File: src/verilog/pcw_pkg.sv
`default_nettype none

package pcw_pkg;

    // Bus and memory widths
    localparam int ADDR_W     = 16;             // Z80 address bus
    localparam int PHYS_W     = 21;             // 2 MB physical space
    localparam int DATA_W     = 8;
    localparam int PAGE_SEL_W = 7;              // Up to 128 pages of 16K
    localparam int OFFSET_W   = 14;             // Offset inside a 16K page
    localparam int RGB_W      = 18;             // 6-6-6 colour
    localparam int MISS_W     = 4;              // Missed 300 Hz ticks

    // Delayed timer clear after F4 read
    localparam int CLEAR_CYCLES = 32;
    localparam int CLEAR_W      = $clog2(CLEAR_CYCLES);

    // Low byte of the I/O port address
    localparam logic [7:0] PORT_PAGE0    = 8'hf0;  // 0000-3FFF
    localparam logic [7:0] PORT_PAGE1    = 8'hf1;  // 4000-7FFF
    localparam logic [7:0] PORT_PAGE2    = 8'hf2;  // 8000-BFFF
    localparam logic [7:0] PORT_PAGE3    = 8'hf3;  // C000-FFFF
    localparam logic [7:0] PORT_CPC_LOCK = 8'hf4;  // CPC read lock, read clears timer
    localparam logic [7:0] PORT_SYSCTL   = 8'hf8;  // Command write, status read
    localparam logic [7:0] PORT_FAKE_END = 8'hff;  // Last fake-colour line

    // Power-up register contents
    localparam logic [7:0] PAGE_RESET_0   = 8'h80;
    localparam logic [7:0] PAGE_RESET_1   = 8'h81;
    localparam logic [7:0] PAGE_RESET_2   = 8'h82;
    localparam logic [7:0] PAGE_RESET_3   = 8'h83;
    localparam logic [7:0] CPC_LOCK_RESET = 8'hf1;

    // Installed memory, sets the page bits kept (4 to 7)
    typedef enum logic [1:0] {MEM_256K, MEM_512K, MEM_1M, MEM_2M} mem_size_e;

    // System control opcodes, low nibble of an F8 write
    typedef enum logic [3:0] {
        CMD_END_BOOT  = 4'd0,
        CMD_DISK_NMI  = 4'd2,
        CMD_DISK_INT  = 4'd3,
        CMD_DISK_OFF  = 4'd4,
        CMD_TC_SET    = 4'd5,
        CMD_TC_CLR    = 4'd6,
        CMD_MOTOR_ON  = 4'd9,
        CMD_MOTOR_OFF = 4'd10,
        CMD_SPK_ON    = 4'd11,
        CMD_SPK_OFF   = 4'd12
    } sys_cmd_e;

    typedef enum logic [1:0] {DISP_WHITE, DISP_GREEN, DISP_AMBER} disp_colour_e;  // 3 is white too

    typedef enum logic [1:0] {FAKE_OFF, FAKE_CGA0_LOW, FAKE_CGA0_HIGH, FAKE_CGA1_HIGH} fake_mode_e;

    // Monochrome tints, R-G-B fields
    localparam logic [RGB_W-1:0] RGB_WHITE = {6'h3f, 6'h3f, 6'h37};
    localparam logic [RGB_W-1:0] RGB_GREEN = {6'h19, 6'h3f, 6'h19};
    localparam logic [RGB_W-1:0] RGB_AMBER = {6'h3f, 6'h2c, 6'h00};

    // CGA palettes
    localparam logic [RGB_W-1:0] RGB_CGA_BLACK    = {6'h00, 6'h00, 6'h00};
    localparam logic [RGB_W-1:0] RGB_CGA_DK_GREEN = {6'h00, 6'h2b, 6'h00};
    localparam logic [RGB_W-1:0] RGB_CGA_DK_RED   = {6'h2b, 6'h00, 6'h00};
    localparam logic [RGB_W-1:0] RGB_CGA_BROWN    = {6'h2b, 6'h16, 6'h00};
    localparam logic [RGB_W-1:0] RGB_CGA_LT_GREEN = {6'h16, 6'h3f, 6'h16};
    localparam logic [RGB_W-1:0] RGB_CGA_LT_RED   = {6'h3f, 6'h16, 6'h16};
    localparam logic [RGB_W-1:0] RGB_CGA_YELLOW   = {6'h3f, 6'h3f, 6'h16};
    localparam logic [RGB_W-1:0] RGB_CGA_CYAN     = {6'h16, 6'h3f, 6'h3f};
    localparam logic [RGB_W-1:0] RGB_CGA_MAGENTA  = {6'h3f, 6'h16, 6'h3f};

endpackage

`default_nettype wire
File: src/verilog/pcw_glue_core.sv
`timescale 1ns/1ps
`default_nettype none

module pcw_glue_core
    import pcw_pkg::*;
(
    input  logic              clk_sys,
    input  logic              reset,
    input  logic [ADDR_W-1:0] cpu_addr,
    input  logic [DATA_W-1:0] cpu_dout,
    input  logic              io_wr,
    input  logic              io_rd,
    input  logic              mem_wr,
    output logic [DATA_W-1:0] io_din,
    input  mem_size_e         memory_size,
    output logic [PHYS_W-1:0] mem_addr,
    input  logic              timer_tick,
    input  logic              fdc_int,
    input  logic              iff1,
    input  logic              vblank,
    input  logic              ntsc,
    output logic              nmi,
    output logic              irq,
    output logic              disk_tc,
    output logic              motor,
    output logic              speaker_enable,
    input  logic [1:0]        pix_colour,
    input  logic [7:0]        ypos,
    input  disp_colour_e      disp_color,
    input  fake_mode_e        fake_colour_mode,
    output logic [RGB_W-1:0]  rgb
);

    logic [DATA_W-1:0] page0, page1, page2, page3;
    logic [DATA_W-1:0] cpc_lock;
    logic [DATA_W-1:0] fake_end;
    logic              disk_to_nmi, disk_to_int;
    logic              int_mode_change;
    logic              clear_timer_start;       // F4 read seen
    logic [MISS_W-1:0] timer_misses;
    logic              fdc_status;

    pcw_io_regs pcw_io_regs_i (.*);             // Port bank and F8 commands

    pcw_page_map pcw_page_map_i (.*);

    pcw_int_ctrl pcw_int_ctrl_i (.*);           // Timer, FDC latch, NMI/INT

    pcw_palette pcw_palette_i (.*);

endmodule

`default_nettype wire

File: src/verilog/pcw_int_ctrl.sv
`timescale 1ns/1ps
`default_nettype none

module pcw_int_ctrl
    import pcw_pkg::*;
(
    input  logic              clk_sys,
    input  logic              reset,
    input  logic              timer_tick,        // 300 Hz from video side
    input  logic              fdc_int,
    input  logic              iff1,              // CPU interrupts enabled
    input  logic              disk_to_nmi,
    input  logic              disk_to_int,
    input  logic              int_mode_change,
    input  logic              clear_timer_start,
    output logic [MISS_W-1:0] timer_misses,
    output logic              fdc_status,
    output logic              nmi,
    output logic              irq
);

    // Bit 1 fdc_int, bit 0 timer_tick
    logic [1:0] in_q;                            // Sampled inputs
    logic [1:0] in_d;                            // One cycle older
    logic [1:0] rise;
    logic       fall;                            // fdc_int only

    logic               nmi_flag;                // FDC asked for NMI
    logic               nmi_line;
    logic               int_line;                // FDC interrupt on INT
    logic               timer_line;              // Timer interrupt on INT
    logic               clear_busy;
    logic [CLEAR_W-1:0] clear_count;

    always_ff @(posedge clk_sys) begin
        if (reset) begin
            in_q <= '0;
            in_d <= '0;
        end else begin
            in_q <= {fdc_int, timer_tick};
            in_d <= in_q;
        end
    end

    assign rise = in_q & ~in_d;
    assign fall = ~in_q[1] & in_d[1];

    always_ff @(posedge clk_sys) begin
        if (reset) begin
            timer_misses <= '0;
            fdc_status   <= 1'b0;
            nmi_flag     <= 1'b0;
            nmi_line     <= 1'b0;
            int_line     <= 1'b0;
            timer_line   <= 1'b0;
            clear_busy   <= 1'b0;
            clear_count  <= '0;
        end else begin
            // FDC status latch follows the interrupt edges
            if (rise[1]) begin
                fdc_status <= 1'b1;
                if (disk_to_nmi) nmi_flag <= 1'b1;
            end else if (fall) begin
                fdc_status <= 1'b0;
            end

            // Lines only change on a timer tick
            if (rise[0]) begin
                if (timer_misses != '1) timer_misses <= timer_misses + 1'b1;  // Saturate
                timer_line <= iff1;
                nmi_line   <= nmi_flag;
                int_line   <= disk_to_int & fdc_status & iff1;
            end

            // F4 read restarts the clear delay
            if (clear_timer_start) begin
                clear_busy  <= 1'b1;
                clear_count <= '0;
            end else if (clear_busy) begin
                if (clear_count == CLEAR_W'(CLEAR_CYCLES - 1)) begin
                    clear_busy   <= 1'b0;
                    timer_misses <= '0;          // Wins over a tick this cycle
                    timer_line   <= 1'b0;
                end else begin
                    clear_count <= clear_count + 1'b1;
                end
            end

            // Mode already updated when the pulse arrives
            if (int_mode_change) begin
                if (disk_to_nmi) begin
                    int_line <= 1'b0;
                end else if (disk_to_int) begin
                    nmi_flag <= 1'b0;
                end else begin
                    int_line <= 1'b0;            // Disconnected, drop both
                    nmi_flag <= 1'b0;
                end
            end
        end
    end

    assign nmi = nmi_line;
    assign irq = (int_line | timer_line) & ~nmi_line;  // Held off while NMI pending

endmodule

`default_nettype wire

File: src/verilog/pcw_io_regs.sv
`timescale 1ns/1ps
`default_nettype none

module pcw_io_regs
    import pcw_pkg::*;
(
    input  logic              clk_sys,
    input  logic              reset,
    input  logic [ADDR_W-1:0] cpu_addr,
    input  logic [DATA_W-1:0] cpu_dout,
    input  logic              io_wr,
    input  logic              io_rd,
    input  logic [MISS_W-1:0] timer_misses,
    input  logic              fdc_status,
    input  logic              vblank,
    input  logic              ntsc,
    output logic [DATA_W-1:0] io_din,
    output logic [DATA_W-1:0] page0,
    output logic [DATA_W-1:0] page1,
    output logic [DATA_W-1:0] page2,
    output logic [DATA_W-1:0] page3,
    output logic [DATA_W-1:0] cpc_lock,
    output logic              disk_to_nmi,       // FDC interrupt routed to NMI
    output logic              disk_to_int,       // FDC interrupt routed to INT
    output logic              int_mode_change,   // One cycle, after DISK_INT or DISK_OFF
    output logic              disk_tc,
    output logic              motor,
    output logic              speaker_enable,
    output logic [DATA_W-1:0] fake_end,
    output logic              clear_timer_start
);

    logic [7:0]        port_lo;                  // Only the low byte decodes
    logic [DATA_W-1:0] status;
    sys_cmd_e          cmd;

    assign port_lo = cpu_addr[7:0];
    assign cmd     = sys_cmd_e'(cpu_dout[3:0]);  // High nibble ignored

    // Flyback, FDC latch, 50/60 Hz and missed ticks
    assign status = {1'b0, vblank, fdc_status, ~ntsc, timer_misses};

    always_ff @(posedge clk_sys) begin
        int_mode_change <= 1'b0;                 // Pulse only
        if (reset) begin
            page0          <= PAGE_RESET_0;
            page1          <= PAGE_RESET_1;
            page2          <= PAGE_RESET_2;
            page3          <= PAGE_RESET_3;
            cpc_lock       <= CPC_LOCK_RESET;
            fake_end       <= '0;                // No fake band
            disk_to_nmi    <= 1'b0;
            disk_to_int    <= 1'b0;
            disk_tc        <= 1'b0;
            motor          <= 1'b0;
            speaker_enable <= 1'b0;
        end else if (io_wr) begin
            case (port_lo)
                PORT_PAGE0:    page0    <= cpu_dout;
                PORT_PAGE1:    page1    <= cpu_dout;
                PORT_PAGE2:    page2    <= cpu_dout;
                PORT_PAGE3:    page3    <= cpu_dout;
                PORT_CPC_LOCK: cpc_lock <= cpu_dout;
                PORT_FAKE_END: fake_end <= cpu_dout;
                PORT_SYSCTL: begin
                    // System control command
                    case (cmd)
                        CMD_DISK_NMI: begin
                            disk_to_nmi <= 1'b1;
                            disk_to_int <= 1'b0;  // No mode-change clear here
                        end
                        CMD_DISK_INT: begin
                            disk_to_nmi     <= 1'b0;
                            disk_to_int     <= 1'b1;
                            int_mode_change <= 1'b1;
                        end
                        CMD_DISK_OFF: begin      // Disconnect both
                            disk_to_nmi     <= 1'b0;
                            disk_to_int     <= 1'b0;
                            int_mode_change <= 1'b1;
                        end
                        CMD_TC_SET:    disk_tc        <= 1'b1;
                        CMD_TC_CLR:    disk_tc        <= 1'b0;
                        CMD_MOTOR_ON:  motor          <= 1'b1;
                        CMD_MOTOR_OFF: motor          <= 1'b0;
                        CMD_SPK_ON:    speaker_enable <= 1'b1;
                        CMD_SPK_OFF:   speaker_enable <= 1'b0;
                        default: ;               // END_BOOT and unused codes
                    endcase
                end
                default: ;
            endcase
        end
    end

    // Read mux, F4 returns status as well
    always_comb begin
        case (port_lo)
            PORT_CPC_LOCK,
            PORT_SYSCTL: io_din = status;
            default:     io_din = '1;            // Unmapped ports float high
        endcase
    end

    // Status read through F4 acknowledges the timer
    assign clear_timer_start = io_rd && (port_lo == PORT_CPC_LOCK);

endmodule

`default_nettype wire

File: src/verilog/pcw_page_map.sv
`timescale 1ns/1ps
`default_nettype none

module pcw_page_map
    import pcw_pkg::*;
(
    input  logic [ADDR_W-1:0] cpu_addr,
    input  logic              mem_wr,            // Selects CPC write map
    input  mem_size_e         memory_size,
    input  logic [DATA_W-1:0] page0,
    input  logic [DATA_W-1:0] page1,
    input  logic [DATA_W-1:0] page2,
    input  logic [DATA_W-1:0] page3,
    input  logic [DATA_W-1:0] cpc_lock,
    output logic [PHYS_W-1:0] mem_addr
);

    logic [1:0]            slot;                 // Which 16K quarter
    logic [OFFSET_W-1:0]   offset;
    logic [DATA_W-1:0]     page;
    logic [PAGE_SEL_W-1:0] pcw_page;
    logic [2:0]            cpc_page;
    logic                  lock_bit;

    assign slot   = cpu_addr[ADDR_W-1 -: 2];
    assign offset = cpu_addr[OFFSET_W-1:0];

    always_comb begin
        case (slot)
            2'd0:    page = page0;
            2'd1:    page = page1;
            2'd2:    page = page2;
            default: page = page3;
        endcase
    end

    // Extended mode page number, masked to fitted memory
    always_comb begin
        case (memory_size)
            MEM_256K: pcw_page = {3'b000, page[3:0]};
            MEM_512K: pcw_page = {2'b00, page[4:0]};
            MEM_1M:   pcw_page = {1'b0, page[5:0]};
            default:  pcw_page = page[PAGE_SEL_W-1:0];
        endcase
    end

    // CPC mode
    // Lock bits 7:4 map slots 3:0
    assign lock_bit = cpc_lock[{1'b1, slot}];
    assign cpc_page = (mem_wr || lock_bit) ? page[2:0] : page[6:4];

    always_comb begin
        if (page[7]) begin
            mem_addr = {pcw_page, offset};
        end else begin
            mem_addr = {{(PHYS_W - OFFSET_W - 3){1'b0}}, cpc_page, offset};  // Bottom 128K
        end
    end

endmodule

`default_nettype wire

File: src/verilog/pcw_palette.sv
`timescale 1ns/1ps
`default_nettype none

module pcw_palette
    import pcw_pkg::*;
(
    input  logic [1:0]        pix_colour,
    input  logic [7:0]        ypos,              // Current display line
    input  disp_colour_e      disp_color,
    input  fake_mode_e        fake_colour_mode,
    input  logic [DATA_W-1:0] fake_end,
    output logic [RGB_W-1:0]  rgb
);

    logic [RGB_W-1:0] tint;
    logic [RGB_W-1:0] mono;
    logic [RGB_W-1:0] cga;
    logic             in_band;

    // Monitor phosphor
    always_comb begin
        case (disp_color)
            DISP_GREEN: tint = RGB_GREEN;
            DISP_AMBER: tint = RGB_AMBER;
            default:    tint = RGB_WHITE;        // Also code 3
        endcase
    end

    // PCW is 1 bpp, any set colour lights the pixel
    assign mono = (pix_colour == 2'b00) ? RGB_CGA_BLACK : tint;

    always_comb begin
        case (fake_colour_mode)
            FAKE_CGA0_LOW: begin
                case (pix_colour)
                    2'd0:    cga = RGB_CGA_BLACK;
                    2'd1:    cga = RGB_CGA_DK_GREEN;
                    2'd2:    cga = RGB_CGA_DK_RED;
                    default: cga = RGB_CGA_BROWN;
                endcase
            end
            FAKE_CGA0_HIGH: begin
                case (pix_colour)
                    2'd0:    cga = RGB_CGA_BLACK;
                    2'd1:    cga = RGB_CGA_LT_GREEN;
                    2'd2:    cga = RGB_CGA_LT_RED;
                    default: cga = RGB_CGA_YELLOW;
                endcase
            end
            default: begin                       // CGA1 high, OFF never selected
                case (pix_colour)
                    2'd0:    cga = RGB_CGA_BLACK;
                    2'd1:    cga = RGB_CGA_CYAN;
                    2'd2:    cga = RGB_CGA_MAGENTA;
                    default: cga = RGB_WHITE;
                endcase
            end
        endcase
    end

    // Colour band covers lines above fake_end
    assign in_band = (fake_colour_mode != FAKE_OFF) && (ypos < fake_end);

    assign rgb = in_band ? cga : mono;

endmodule

`default_nettype wire

File: config.mk
export PLATFORM = sky130hd
export DESIGN_NAME = pcw_glue_core
export DESIGN_NICKNAME = d
export VERILOG_FILES = /design/src/verilog/pcw_pkg.sv /design/src/verilog/pcw_glue_core.sv /design/src/verilog/pcw_int_ctrl.sv /design/src/verilog/pcw_io_regs.sv /design/src/verilog/pcw_page_map.sv /design/src/verilog/pcw_palette.sv
export SDC_FILE = /design/constraint.sdc
export NUM_CORES = 1
export LEC_CHECK = 0
export BUFFER_PORTS_ARGS = -buffer_cell sky130_fd_sc_hd__buf_4
export CORE_ASPECT_RATIO = 1.25
export CORE_UTILIZATION = 40
export DETAILED_ROUTE_END_ITERATION = 6
export PLACE_DENSITY = 0.73
export SLEW_MARGIN = 10
export SYNTH_ARGS = -nofsm -noshare
export SYNTH_HDL_FRONTEND = slang
export SYNTH_HIERARCHICAL = 1
export SYNTH_SLANG_ARGS = --single-unit
File: constraint.sdc
create_clock -name clk_sys -period 2.3 [get_ports clk_sys]
set_clock_uncertainty 0.2 [all_clocks]
set_input_delay 0.23 -clock clk_sys [delete_from_list [all_inputs] [get_ports clk_sys]]
set_output_delay 0.23 -clock clk_sys [all_outputs]
set_load 0.02 [all_outputs]
==> impl_metrics.py <==
metrics = {
    "route": {
        "vias": 3314,
        "drc_errors": 0,
        "wl_met2_um": 4990,
        "routed_wl_um": 9430,
        "wl_met3_um": 455,
        "wl_met1_um": 3750,
        "ant_nets": 0,
        "routed.top_layer": "met4",
        "wl_per_cell_um": 14.9,
        "drt_iter0_markers": 167,
        "viasPerCell": 5.24,
        "drt_pass1_iterations": 4,
    },
    "worst_hold_path": {
        "hp-start": "cpu_dout[4]",
        "holdPathEnd": "pcw_io_regs_i/page2[4]$_SDFFE_PP0P_",
        "hold_depth": 3,
        "hp-class": "input pin to register",
    },
    "power_and_ir_drop": {
        "p_per_area_nw_per_um2": 606,
        "p_leak_nw": 2.30,
        "power_mw": 3.17,
        "vdd_drop_max_v": 0.000336,
    },
    "global_routing": {
        "grt_max_degree": 36,
        "grt_pass1_wl_um": 15500,
        "grt_pass1_vias": 3386,
        "overflow": 0,
        "grt_usage_pct": 19.2,
        "antenna_found_initial": 0,
    },
    "clocking": {
        "clkLatencyLatePin_ns": 0.34,
        "cts_tree": "yes",
        "cts_made_buffers": 9,
        "path_clk_slew_ns": 0.06,
        "clockRootBuffer": "clkbuf_16",
        "cts.path.max_buffers": 2,
        "htree_num_levels": 3,
        "cts.sinks": 69,
    },
    "run_status": {
        "status": "finished, violations left",
        "violations": "negative setup slack",
    },
    "synth": {
        "yosys_warnings": 6,
        "synthesis.nets": 486,
        "synthesis.area_um2": 3920,
        "netlist_instances": 415,
        "synth_area_per_cell_um2": 9.45,
    },
    "critical_path": {
        "start_kind": "register",
        "required_ns": 1.87,
        "critPathKind": "register to output pin",
        "rrSetupSlack_ns": 0.47,
        "cp_max_fo": 8,
        "crit_arrival_ns": 2.16,
        "regToRegEndpoint": "pcw_int_ctrl_i/clear_count[3]$_SDFFE_PP0P_",
        "timing.rr.start": "pcw_int_ctrl_i/clear_count[0]$_SDFFE_PP0P_",
        "crit_path_start": "pcw_io_regs_i/fake_end[6]$_SDFFE_PP0P_",
        "r2r_cells": 6,
        "cp-end-kind": "output pin",
    },
    "run": {
        "cap_violations": 0,
    },
    "cells_and_area": {
        "antennaDiodeCount": 0,
        "layout.core_utilization_pct": 54.7,
        "area_delta_synth_final_pct": 33.4,
        "nFillCells": 812,
        "stdcell_area_um2": 5230,
        "nNetsFinal": 572,
        "drive_gt1_share_pct": 37.2,
        "stdcell_count": 632,
    },
    "placement": {
        "dpl_cell_area_um2": 4600,
        "hpwlAfterDp_um": 6870,
        "io_buffers": 89,
        "gp_congestion": 0.771,
        "place_ws_ns": -0.0257,
        "dp.cells": 604,
    },
    "sta": {
        "hold_violations": 0,
        "setup_viol": 18,
        "fin_crit_ns": 2.59,
        "worst_slack_ns": -0.293,
        "slew_headroom_pct": 68.2,
        "slew_violations": 0,
        "fin_crit_sh_pct": 113,
        "fmax_mhz": 386,
        "rsz0062_at_grt": "true",
        "tightest_slew_ns": 0.473,
    },
    "floorplan": {
        "initial_core_util_pct": 41.0,
        "die_w_um": 90.6,
        "row_count": 40,
        "core_area_um2": 9560,
        "die_h_um": 113,
        "die-area_um2": 10200,
        "io_pins": 102,
    },
}
==> where the power goes <==
part | internal (mW) | switching, mW
clock network | 0.975 | 0.514
registers | 1.20 | 0.00692
logic | 0.221 | 0.251
total | 2.40 | 0.772
==> how the worst max path moves through the flow <==
stage                          to  slack, ns  depth (start not counted)
after floorplan           rgb[13]      -0.11                          6
after global routing      rgb[10]      -0.37                          9
after CTS                 rgb[12]      -0.32                          8
final                     rgb[10]      -0.29                          9
after global placement    rgb[15]       0.05                          8
after detailed placement  rgb[10]      -0.03                          8
==> routing by layer <==
layer  vias up  track usage, %
li1       1626               -
met1      1577            20.6
met2        93            35.4
met3        18            4.17
met4         0            9.25
met5         -               0
==> state kept, by name, indices dropped and copies added, names as in the netlist, 2 cells and up <==
signal / flops
pcw_int_ctrl_i/clear_count: 5
pcw_io_regs_i/fake_end: 8
pcw_int_ctrl_i/timer_misses: 4
pcw_io_regs_i/page1: 8
pcw_int_ctrl_i/in_d: 2
pcw_io_regs_i/page0: 8
pcw_io_regs_i/page2: 8
pcw_io_regs_i/cpc_lock: 4
pcw_int_ctrl_i/in_q: 2
pcw_io_regs_i/page3: 8
==> metrics by stage <==
step                TNS [ns]  hold WS, ns
detailed placement   -0.0526        0.246
global placement           0        0.239
floorplan             -0.668        0.148
global route           -5.88       0.0138
finish                 -4.41      0.00739
CTS                    -4.71      0.00157
==> final cells by class <==
cell class | count | area (um^2) | share of cell area [%]
sequential | 69 | 1390 | 26.5
multi-input combinational | 289 | 2400 | 45.9
clock inverter | 6 | 86.3 | 1.65
timing repair buffer | 110 | 878 | 16.8
tap | 126 | 158 | 3.01
clock buffer | 10 | 239 | 4.57
inverter | 22 | 82.6 | 1.58
==> layout by cell type (no fill, tap or decap), types with 3 or more instances in the layout <==
cell,count
a211o_1,8
a211oi_2,3
a21oi_1,14
and4_2,3
buf_4,94
buf_6,10
clkbuf_16,9
dfxtp_1,63
dfxtp_2,6
dlygate4sd3_1,6
ha_1,16
ha_4,5
inv_1,18
inv_2,4
mux2_4,3
mux2i_1,37
mux4_1,7
nand2_1,21
nand2b_1,5
nand3_1,5
nand3_2,4
nand3b_1,3
nand4_1,4
nor2_1,56
nor2b_1,7
nor3_1,8
nor4_1,3
o21ai_0,9
o32ai_2,3
or2_2,9
or3_1,3
==> repair_timing <==
action | in CTS | in global routing
pin swaps | 8 | 2
endpoints found under the setup margin | 21 | 21
endpoints found under the hold margin | 8 | 0
hold buffers | 6 | 0
resized for setup | 30 | 12
buffers inserted | 5 | 1
==> critical path, cell delays in order (launching register included) <==
cell      delay, ns
dfxtp_1        0.32
inv_1          0.06
ha_4           0.21
a21o_1         0.18
a211oi_2       0.23
buf_4          0.20
and2_4         0.15
a21o_4         0.19
o32ai_2        0.09
buf_4          0.17
No activity file was read; power rests on OpenSTA's default activity.
